$ cat config.mk
export PLATFORM = sky130hd
export DESIGN_NAME = conv_1x1_layer
export DESIGN_NICKNAME = d
export VERILOG_FILES = /design/src/hw/conv_geom_pkg.sv /design/src/hw/conv_num_pkg.sv /design/src/hw/stream_fifo.sv /design/src/hw/weight_store.sv /design/src/hw/channel_replay.sv /design/src/hw/mac_accumulator.sv /design/src/hw/conv_1x1_layer.sv
export SDC_FILE = /design/constraint.sdc
export NUM_CORES = 1
export LEC_CHECK = 0
export ABC_CLOCK_PERIOD_IN_PS = 6380
export BUFFER_PORTS_ARGS = -buffer_cell sky130_fd_sc_hd__buf_2
export CAP_MARGIN = 20
export CORE_ASPECT_RATIO = 0.7
export CORE_MARGIN = 8
export CORE_UTILIZATION = 65
export CTS_BUF_LIST = sky130_fd_sc_hd__clkbuf_4
export DETAILED_ROUTE_END_ITERATION = 10
export GPL_ROUTABILITY_DRIVEN = 1
export PLACE_DENSITY = 0.92
export SKIP_LAST_GASP = 1
export SYNTH_ARGS = -nofsm -noshare
export SYNTH_HDL_FRONTEND = slang
export SYNTH_HIERARCHICAL = 1
export SYNTH_SLANG_ARGS = --single-unit
$ cat constraint.sdc
create_clock -name clk -period 6.38 [get_ports clk]
set_clock_uncertainty 0.2 [all_clocks]
set_input_delay 0.957 -clock clk [delete_from_list [all_inputs] [get_ports clk]]
set_output_delay 0.957 -clock clk [all_outputs]
set_load 0.01 [all_outputs]
$ cat src/hw/conv_geom_pkg.sv
package conv_geom_pkg;

  ////////////////////////////////////////////////////////////
  // Image geometry
  ////////////////////////////////////////////////////////////

  localparam int IMG_W  = 4;
  localparam int IMG_H  = 4;
  localparam int PIXELS = IMG_W * IMG_H;

  ////////////////////////////////////////////////////////////
  // Channels and weight store
  ////////////////////////////////////////////////////////////

  localparam int CH_IN   = 4;
  localparam int CH_OUT  = 4;
  localparam int WEIGHTS = CH_OUT * CH_IN;

  // One index width covers both channel counters
  localparam int CH_IDX_W = (CH_IN > CH_OUT) ? $clog2(CH_IN) : $clog2(CH_OUT);

  // Weight address is out_ch * CH_IN + in_ch
  localparam int WADDR_W = $clog2(WEIGHTS);

  // Input and output FIFOs
  localparam int FIFO_DEPTH = 4;

endpackage

$ cat src/hw/conv_num_pkg.sv
package conv_num_pkg;

  // Word widths
  localparam int PIXEL_W  = 8;
  localparam int WEIGHT_W = 8;
  localparam int ACC_W    = 20;
  localparam int RESULT_W = 16;

  typedef logic signed [PIXEL_W-1:0]  pixel_t;
  typedef logic signed [WEIGHT_W-1:0] weight_t;
  typedef logic signed [ACC_W-1:0]    acc_t;
  typedef logic signed [RESULT_W-1:0] result_t;

  // Arithmetic shift before the result is clamped
  localparam int OUT_SHIFT = 4;

  // Saturation limits, held at accumulator width for the compare
  localparam acc_t RES_MAX = acc_t'((2 ** (RESULT_W - 1)) - 1);
  localparam acc_t RES_MIN = acc_t'(-(2 ** (RESULT_W - 1)));

endpackage

$ cat src/hw/stream_fifo.sv
module stream_fifo #(
  parameter type payload_t = logic [7:0],
  parameter int  DEPTH     = 4
) (
  input  logic     clk,
  input  logic     reset,
  input  logic     in_valid,
  output logic     in_ready,
  input  payload_t in_data,
  output logic     out_valid,
  input  logic     out_ready,
  output payload_t out_data
);

  localparam int PTR_W = (DEPTH > 1) ? $clog2(DEPTH) : 1;
  localparam int CNT_W = $clog2(DEPTH + 1);

  payload_t         mem [DEPTH];
  logic [PTR_W-1:0] wr_ptr;
  logic [PTR_W-1:0] rd_ptr;
  logic [CNT_W-1:0] count;
  logic             push;
  logic             pop;

  assign in_ready  = (count != CNT_W'(DEPTH));
  assign out_valid = (count != '0);
  assign out_data  = mem[rd_ptr];

  assign push = in_valid & in_ready;
  assign pop  = out_valid & out_ready;

  // Storage, no reset needed on the payload
  always_ff @(posedge clk) begin
    if (push) begin
      mem[wr_ptr] <= in_data;
    end
  end

  // Pointers wrap at DEPTH, so any depth works
  always_ff @(posedge clk) begin
    if (reset) begin
      wr_ptr <= '0;
      rd_ptr <= '0;
      count  <= '0;
    end else begin
      if (push) begin
        wr_ptr <= (wr_ptr == PTR_W'(DEPTH - 1)) ? '0 : wr_ptr + 1'b1;
      end
      if (pop) begin
        rd_ptr <= (rd_ptr == PTR_W'(DEPTH - 1)) ? '0 : rd_ptr + 1'b1;
      end
      if (push && !pop) begin
        count <= count + 1'b1;
      end else if (pop && !push) begin
        count <= count - 1'b1;
      end
    end
  end

endmodule

$ cat src/hw/weight_store.sv
module weight_store
  import conv_geom_pkg::*;
  import conv_num_pkg::*;
(
  input  logic                clk,
  input  logic                reset,
  input  logic                weight_valid,
  input  weight_t             weight_data,
  output logic                loaded,
  input  logic [CH_IDX_W-1:0] out_ch,
  input  logic [CH_IDX_W-1:0] in_ch,
  output weight_t             rd_weight
);

  weight_t            mem [WEIGHTS];
  logic [WADDR_W-1:0] wr_addr;
  logic [WADDR_W-1:0] rd_addr;
  logic               wr_en;

  // Weights arrive output-channel major, so a plain counter lands them in place
  assign wr_en = weight_valid & ~loaded;

  always_ff @(posedge clk) begin
    if (wr_en) begin
      mem[wr_addr] <= weight_data;
    end
  end

  always_ff @(posedge clk) begin
    if (reset) begin
      wr_addr <= '0;
      loaded  <= 1'b0;
    end else if (wr_en) begin
      wr_addr <= wr_addr + 1'b1;
      // Last word written, store is full until the next reset
      if (wr_addr == WADDR_W'(WEIGHTS - 1)) begin
        loaded <= 1'b1;
      end
    end
  end

  ////////////////////////////////////////////////////////////
  // Combinational read for the replay side
  ////////////////////////////////////////////////////////////

  assign rd_addr   = WADDR_W'(out_ch) * WADDR_W'(CH_IN) + WADDR_W'(in_ch);
  assign rd_weight = mem[rd_addr];

endmodule

$ cat src/hw/channel_replay.sv
module channel_replay
  import conv_geom_pkg::*;
  import conv_num_pkg::*;
(
  input  logic                clk,
  input  logic                reset,
  input  logic                loaded,
  input  logic                in_valid,
  output logic                in_ready,
  input  pixel_t              in_data,
  output logic [CH_IDX_W-1:0] out_ch,
  output logic [CH_IDX_W-1:0] in_ch,
  input  weight_t             rd_weight,
  output logic                rep_valid,
  input  logic                rep_ready,
  output pixel_t              rep_pixel,
  output weight_t             rep_weight,
  output logic                rep_last
);

  typedef enum logic {
    st_fill,
    st_replay
  } state_t;

  state_t              state;
  pixel_t              pix_buf [CH_IN];
  logic [CH_IDX_W-1:0] fill_idx;
  logic                take;
  logic                step;

  // Only one pixel held at a time, and only once weights are in
  assign in_ready = loaded & (state == st_fill);
  assign take     = in_valid & in_ready;

  assign rep_valid  = (state == st_replay);
  assign rep_pixel  = pix_buf[in_ch];
  assign rep_weight = rd_weight;
  assign rep_last   = (in_ch == CH_IDX_W'(CH_IN - 1));
  assign step       = rep_valid & rep_ready;

  always_ff @(posedge clk) begin
    if (take) begin
      pix_buf[fill_idx] <= in_data;
    end
  end

  ////////////////////////////////////////////////////////////
  // Fill, then replay all channels once per output channel
  ////////////////////////////////////////////////////////////

  always_ff @(posedge clk) begin
    if (reset) begin
      state    <= st_fill;
      fill_idx <= '0;
      out_ch   <= '0;
      in_ch    <= '0;
    end else begin
      case (state)
        st_fill: begin
          if (take) begin
            fill_idx <= fill_idx + 1'b1;
            if (fill_idx == CH_IDX_W'(CH_IN - 1)) begin
              fill_idx <= '0;
              out_ch   <= '0;
              in_ch    <= '0;
              state    <= st_replay;
            end
          end
        end
        st_replay: begin
          if (step) begin
            in_ch <= in_ch + 1'b1;
            if (rep_last) begin
              in_ch  <= '0;
              out_ch <= out_ch + 1'b1;
              // Final beat of the pixel
              if (out_ch == CH_IDX_W'(CH_OUT - 1)) begin
                out_ch <= '0;
                state  <= st_fill;
              end
            end
          end
        end
        default: state <= st_fill;
      endcase
    end
  end

endmodule

$ cat src/hw/mac_accumulator.sv
module mac_accumulator
  import conv_num_pkg::*;
(
  input  logic    clk,
  input  logic    reset,
  input  logic    rep_valid,
  output logic    rep_ready,
  input  pixel_t  rep_pixel,
  input  weight_t rep_weight,
  input  logic    rep_last,
  output logic    res_valid,
  input  logic    res_ready,
  output result_t res_data
);

  logic    advance;
  logic    s1_valid;
  logic    s1_last;
  acc_t    s1_prod;
  acc_t    acc_q;
  acc_t    acc_sum;
  acc_t    acc_shift;
  result_t sat_res;

  // Whole pipe stalls while a result waits to be taken
  assign advance   = ~res_valid | res_ready;
  assign rep_ready = advance;

  ////////////////////////////////////////////////////////////
  // Stage 1, product register
  ////////////////////////////////////////////////////////////

  always_ff @(posedge clk) begin
    if (reset) begin
      s1_valid <= 1'b0;
    end else if (advance) begin
      s1_valid <= rep_valid;
    end
  end

  always_ff @(posedge clk) begin
    if (advance && rep_valid) begin
      s1_prod <= acc_t'(rep_pixel) * acc_t'(rep_weight);
      s1_last <= rep_last;
    end
  end

  ////////////////////////////////////////////////////////////
  // Stage 2, accumulate and produce the result
  ////////////////////////////////////////////////////////////

  always_comb begin
    acc_sum   = acc_q + s1_prod;
    acc_shift = acc_sum >>> OUT_SHIFT;
    if (acc_shift > RES_MAX) begin
      sat_res = result_t'(RES_MAX);
    end else if (acc_shift < RES_MIN) begin
      sat_res = result_t'(RES_MIN);
    end else begin
      sat_res = result_t'(acc_shift);
    end
  end

  always_ff @(posedge clk) begin
    if (reset) begin
      acc_q     <= '0;
      res_valid <= 1'b0;
    end else if (advance) begin
      res_valid <= 1'b0;
      if (s1_valid) begin
        if (s1_last) begin
          // Next beat starts a fresh sum
          acc_q     <= '0;
          res_valid <= 1'b1;
        end else begin
          acc_q <= acc_sum;
        end
      end
    end
  end

  always_ff @(posedge clk) begin
    if (advance && s1_valid && s1_last) begin
      res_data <= sat_res;
    end
  end

endmodule

$ cat src/hw/conv_1x1_layer.sv
module conv_1x1_layer
  import conv_geom_pkg::*;
  import conv_num_pkg::*;
(
  input  logic    clk,
  input  logic    reset,
  input  logic    weight_valid,
  input  weight_t weight_data,
  input  logic    in_valid,
  output logic    in_ready,
  input  pixel_t  in_data,
  output logic    out_valid,
  input  logic    out_ready,
  output result_t out_data
);

  logic                loaded;
  logic                fifo_in_ready;
  logic                fifo_out_valid;
  logic                fifo_out_ready;
  pixel_t              fifo_out_data;
  logic [CH_IDX_W-1:0] out_ch;
  logic [CH_IDX_W-1:0] in_ch;
  weight_t             rd_weight;
  logic                rep_valid;
  logic                rep_ready;
  pixel_t              rep_pixel;
  weight_t             rep_weight;
  logic                rep_last;
  logic                res_valid;
  logic                res_ready;
  result_t             res_data;

  // Pixel port closed until the weight store is full
  assign in_ready = fifo_in_ready & loaded;

  stream_fifo #(
    .payload_t (pixel_t),
    .DEPTH     (FIFO_DEPTH)
  ) i_in_fifo (
    .clk       (clk),
    .reset     (reset),
    .in_valid  (in_valid & loaded),
    .in_ready  (fifo_in_ready),
    .in_data   (in_data),
    .out_valid (fifo_out_valid),
    .out_ready (fifo_out_ready),
    .out_data  (fifo_out_data)
  );

  weight_store i_weight_store (
    .clk          (clk),
    .reset        (reset),
    .weight_valid (weight_valid),
    .weight_data  (weight_data),
    .loaded       (loaded),
    .out_ch       (out_ch),
    .in_ch        (in_ch),
    .rd_weight    (rd_weight)
  );

  channel_replay i_channel_replay (
    .clk        (clk),
    .reset      (reset),
    .loaded     (loaded),
    .in_valid   (fifo_out_valid),
    .in_ready   (fifo_out_ready),
    .in_data    (fifo_out_data),
    .out_ch     (out_ch),
    .in_ch      (in_ch),
    .rd_weight  (rd_weight),
    .rep_valid  (rep_valid),
    .rep_ready  (rep_ready),
    .rep_pixel  (rep_pixel),
    .rep_weight (rep_weight),
    .rep_last   (rep_last)
  );

  mac_accumulator i_mac_accumulator (
    .clk        (clk),
    .reset      (reset),
    .rep_valid  (rep_valid),
    .rep_ready  (rep_ready),
    .rep_pixel  (rep_pixel),
    .rep_weight (rep_weight),
    .rep_last   (rep_last),
    .res_valid  (res_valid),
    .res_ready  (res_ready),
    .res_data   (res_data)
  );

  // Replay order is already final order, one FIFO is enough
  stream_fifo #(
    .payload_t (result_t),
    .DEPTH     (FIFO_DEPTH)
  ) i_out_fifo (
    .clk       (clk),
    .reset     (reset),
    .in_valid  (res_valid),
    .in_ready  (res_ready),
    .in_data   (res_data),
    .out_valid (out_valid),
    .out_ready (out_ready),
    .out_data  (out_data)
  );

endmodule

Yosys cells after proc, flatten, opt, wreduce, memory -nomap -nowiden
Memories as Yosys holds them, arrays and structs flattened. A register that Yosys moved wholly into a read port is not among the register bits.
Index checks and enable logic that the tools add are counted.
{ "totals": {"n_memories": 4, "input_bits": 21, "latchBits": 0, "register_bits": 85, "out_inout_bits": 18, "elab_cells": 128, "ram_bits": 256, "rom_bits": 0} }
{ "classes": {"eq_ne": 14, "reduce_logical": 20, "shifts": 0, "div_mod_pow": 0, "bitwise": 13, "n_mul": 1, "muxes": 42, "n_addsub": 14, "magnitude_cmp": 2} }
{ "memory_table": {"columns": ["memory", "words", "width", "rd", "rd_clocked_by_memory_dff", "write_ports", "line", "text"], "rows": [
  ["i_weight_store.mem", 16, 8, 1, 0, 1, "weight_store.sv:15", "weight_t mem [WEIGHTS];"],
  ["i_out_fifo.mem", 4, 16, 1, 1, 1, "stream_fifo.sv:18", "payload_t mem [DEPTH];"],
  ["i_channel_replay.pix_buf", 4, 8, 1, 1, 1, "channel_replay.sv:27", "pixel_t pix_buf [CH_IN];"],
  ["i_in_fifo.mem", 4, 8, 1, 1, 1, "stream_fifo.sv:18", null]
]} }
{ "ops": {"columns": ["cell", "count"], "rows": [
  ["$mux 2", 18],
  ["$add 20x20->20", 1],
  ["$mux 20", 1],
  ["$gt 16x16->1 const B", 1],
  ["$lt 16x16->1 const B", 1],
  ["$mul 8x8->16", 1],
  ["$mux 16", 1],
  ["$mux 1", 15],
  ["$add 2x1->2 const B", 7],
  ["$eq 2x2->1 const B", 7],
  ["$mux 3", 4],
  ["$and 1x1->1", 9],
  ["$pmux 2 s2", 2],
  ["$logic_and 1x1->1", 7],
  ["$add 3x1->3 const B", 2],
  ["$ne 2x2->1 const B", 3],
  ["$ne 3x3->1 const B", 2],
  ["$reduce_and 2->1", 3],
  ["$reduce_bool 3->1", 2],
  ["$sub 3x1->3 const B", 2],
  ["$add 4x1->4 const B", 1],
  ["$add 4x2->4", 1],
  ["$eq 4x4->1 const B", 1],
  ["$logic_not 1->1", 4],
  ["7 further kinds", 10]
]} }

Logic depth before layout (Yosys ltp)
{ "logic_depth": {"ltp_word": 7, "depth_mapped": 23, "depth_no_buf": 20} }

Cells and area by module
The synthesis kept the hierarchy.
{ "by_module_without_submodules": {"columns": ["module", "n_inst", "seq_area_each_um2", "cells_each", "area_each_um2"], "rows": [
  ["mac_accumulator", 1, 1431.4, 568, 5447.7],
  ["weight_store", 1, 3943.8, 249, 5223.8],
  ["stream_fifo at i_out_fifo", 1, 2102.0, 132, 2787.7],
  ["channel_replay", 1, 1141.1, 100, 1666.6],
  ["stream_fifo at i_in_fifo", 1, 1141.1, 90, 1634.1],
  ["conv_1x1_layer", 1, 0.0, 2, 12.5]
]} }

Least setup slack after synthesis
No wires, ideal clock.
{ "synth_timing": {"path_type": "flip-flop to flip-flop", "startpoint": "register i_channel_replay.in_ch[0]", "endpoint": "register i_mac_accumulator.s1_prod[15] (data pin)", "setup_time_ns": 0.260, "path_slack_ns": 0.613, "t_required_ns": 5.920, "arrival_time_ns": 5.307, "period_less_slack_ns": 5.767, "n_path_buf": 3, "stages_incl_launch_ff": 22, "path_cell_list": "dfxtp_1 buf_6 buf_6 mux4_1 a22oi_1 nand2_1 buf_4 and2_1 fa_1 inv_1 fa_1 inv_1 fa_1 inv_1 fa_1 inv_1 ha_1 and3_1 a21oi_1 o21ai_1 o41a_1 xnor2_1"} }
{ "synth_via": {"elab_chain_cells": 3} }
{ "synth_rtl": {"columns": ["item", "line", "text"], "rows": [
  ["start, declared", "channel_replay.sv:12", "output logic [CH_IDX_W-1:0] in_ch,"],
  ["start signal, assigned", "channel_replay.sv:73", "in_ch <= in_ch + 1'b1;"],
  ["$add 4x2->4", "weight_store.sv:46", "assign rd_addr = WADDR_W'(out_ch) * WADDR_W'(CH_IN) + WADDR_W'(in_ch);"],
  ["$mem_v2 16x8", null, null],
  ["via rd_weight[3]", "conv_1x1_layer.sv:24", "weight_t rd_weight;"],
  ["$mul 8x8->16", "mac_accumulator.sv:43", "s1_prod <= acc_t'(rep_pixel) * acc_t'(rep_weight);"],
  ["end signal, assigned", "mac_accumulator.sv:43", null],
  ["end, declared", "mac_accumulator.sv:19", "acc_t s1_prod;"]
]} }
The timed path passes the listed nets, and every way through them passes these cells.
A chain may end at the register's enable or synchronous reset.

Worst setup path in the final report
Ends and elaborated chain as after synthesis.

==> reports/metrics.cfg <==
[worst_setup_path]
cp_data_arrival_time_ps=6450
max_stage_delay_ps=610
worst_setup_path_end_kind=flip-flop
crit_fanout=15
critPathRequiredTime_ps=6640
slowest_stage=fa_1
reg2reg_from=i_channel_replay/in_ch[0]$_SDFFE_PP0P_
crit_start=i_channel_replay/in_ch[0]$_SDFFE_PP0P_
start_kind=flip-flop
path_cells=buf_4 > mux4_2 > a22oi_1 > nand2_2 > and2_1 > fa_1 > inv_1 > fa_1 > inv_1 > fa_1 > inv_1 > fa_1 > inv_1 > ha_1 > and3_1 > a21oi_1 > o21ai_1 > o41a_1 > xnor2_1
crit_type=flip-flop to flip-flop

[die]
die_height_um=150
io_pins=39
die_area_sq_um=31300
num_rows=49
die_w_um=208
design.core.area_sq_um=25500
initial_core_util=0.658

[yosys]
ys_seq_area_frac=0.582
synth_cell_types=75
yosysMostFrequentCell=edfxtp_1
yosysWarnings=6
synthTopCellsByCount=289 x edfxtp_1, 112 x inv_1, 70 x ha_1
ys_ff_latch=343
netlist_instances=1141
ys.flop_type=edfxtp_1
synthesis.nets=1290
synthTopCellsByArea=edfxtp_1 52%, fa_1 6.9%, mux4_2 6.7%
netlist.area_leader.share=0.517
synthesis.area_sq_um=16800
avgSynthCellArea_sq_um=14.7
synth-edff-count=289
ys_async_sr_fraction=0
synth_top_area_cell=edfxtp_1

[sta]
max_freq_mhz=162
final-max-slew-violation-count=0
relSlewSlack=0.322
finalSetupViolCount=0
fin_crit_sh=0.969
min_period_ps=6180
setup_slack_ps=195
hold_violations=0
setup_tns_ps=0
tightest_slew_ps=1010
timing.hold.ws_ps=231

[finish]
nets=1381
layout-drive-gt1-share=0.210
syn2layout_area_growth_pct=9.57

[drt]
viasPerCell=5.99
first_pass_iters=5
wirelength_mm=32.9
ant_nets=0
vias=9759
dr.first_iter.drc_count=758
wl_per_cell_um=20.2
drcViolationCount=0

[global_route]
grt_max_degree=42
antenna_found_initial=2
grt_pass1_wl_mm=52.5
first_global_vias=10300
grt-ovfl-total=0
grt_usage=0.213

[clock_tree]
clockRootBuffer=clkbuf_4
cts-htree-levels=3
clkLatencyLatePin_ps=760
clk_pin_slew_ps=70
cts.path.max_buffers=3
cts_tree=built
clock_sinks=343
cts_buffers=80

[power]
p_leak_nw=6.86
p_per_area_nw_per_um2=283
vdd_ir_drop_max_uv=279

[placement]
dpl.hpwl_mm=21.9
pre_cts_slack_ps=36.6
port_buffers=38
place_congestion=0.854

[worst_hold_path]
hold_path.class=input pin to flip-flop
min_from=in_data[4]

[status]
status=completed

[flow_run]
maxCapViolations=0

==> cells in the final DEF (no fill, tap or decap), types with 37 or more instances in the layout <==
master	Yosys	final
buf_2	10	38
nand2_1	46	44
edfxtp_1	289	289
mux4_2	50	50
nor2_1	58	58
fa_1	58	58
inv_1	112	112
a21oi_1	37	37
dfxtp_1	54	53
clkbuf_4	0	124
ha_1	70	70
and2_1	52	52
==> cells by family (layout without fill, tap and decap cells) <==
family	Yosys count	after routing	synth area share
fa+ha+maj	128	128	0.121
buf+inv	159	314	0.0417
other cells	0	3	0
xor+xnor	35	35	0.0183
compound gates	136	136	0.0563
simple gates	266	266	0.0853
mux	74	74	0.0950
flops	343	343	0.582
==> per-stage QoR <==
step           area (sq um)  total power, mW  instances   util
2_1_floorplan         16800             3.21       1141      -
3_3_place_gp          17200             3.35       1475  0.674
3_5_place_dp          17200             3.39       1475  0.674
4_1_cts               18300             5.22       1621  0.717
5_1_grt               18400             5.48       1630  0.721
6_report              18400             5.20       1630  0.721
==> final cells by class <==
class,count,area [sq um]
clock buffer,124,931
tap,331,414
clock inverter,22,158
multi-input combinational,639,6330
sequential,343,9760
fill,1551,7130
inverter,112,420
antenna,3,7.51
timing repair buffer,56,358
==> what timing repair did <==
action | 4_1_cts | 5_1_grt
pin swaps | 0 | 0
hold endpoints to repair | 0 | 0
hold buffers | 0 | 0
buffers inserted | 0 | 5
setup endpoints to repair | 1 | 1
resized for setup | 1 | 3
==> per-layer routing <==
layer	vias up	GRT usage	wire [um]
met5	-	0	0
met4	0	0.0853	692
met3	74	0.0530	2500
met2	441	0.360	16300
met1	4804	0.265	13400
li1	4440	-	-
==> worst paths after layout <==
check / slack [ps] / end / cells past startpoint
worst min register to register: 280 / i_mac_accumulator/acc_q[16]$_SDFFE_PP0P_ / 2
worst min-delay path: 230 / i_in_fifo/mem[2][4]$_DFFE_PP_ / 1
worst max register to register: 200 / i_mac_accumulator/s1_prod[15]$_DFFE_PP_ / 19
worst max-delay path: 200 / i_mac_accumulator/s1_prod[15]$_DFFE_PP_ / 19
==> report_power, final <==
part           internal (mW)  switching (mW)
sequential              2.47          0.0269
clock                  0.974           0.864
combinational          0.415           0.447
total                   3.86            1.34
==> state kept, by name, summed over array words and instances (netlist names), 4 cells and up, named ones only <==
| signal | cells |
|---|---|
| i_channel_replay/pix_buf | 32 |
| i_weight_store/wr_addr | 4 |
| i_mac_accumulator/s1_prod | 16 |
| i_weight_store/mem | 128 |
| i_mac_accumulator/res_data | 16 |
| i_out_fifo/mem | 64 |
| i_in_fifo/mem | 32 |
| i_mac_accumulator/acc_q | 20 |
==> worst max-delay path: cells and delay by family (launching register included) <==
family	cells	cell delay, ps
fa+ha+maj	5	2560
compound gates	4	860
buf+inv	5	490
simple gates	3	610
flops	1	490
mux	1	530
xor+xnor	1	130
Power figures use the tool's default switching activity.
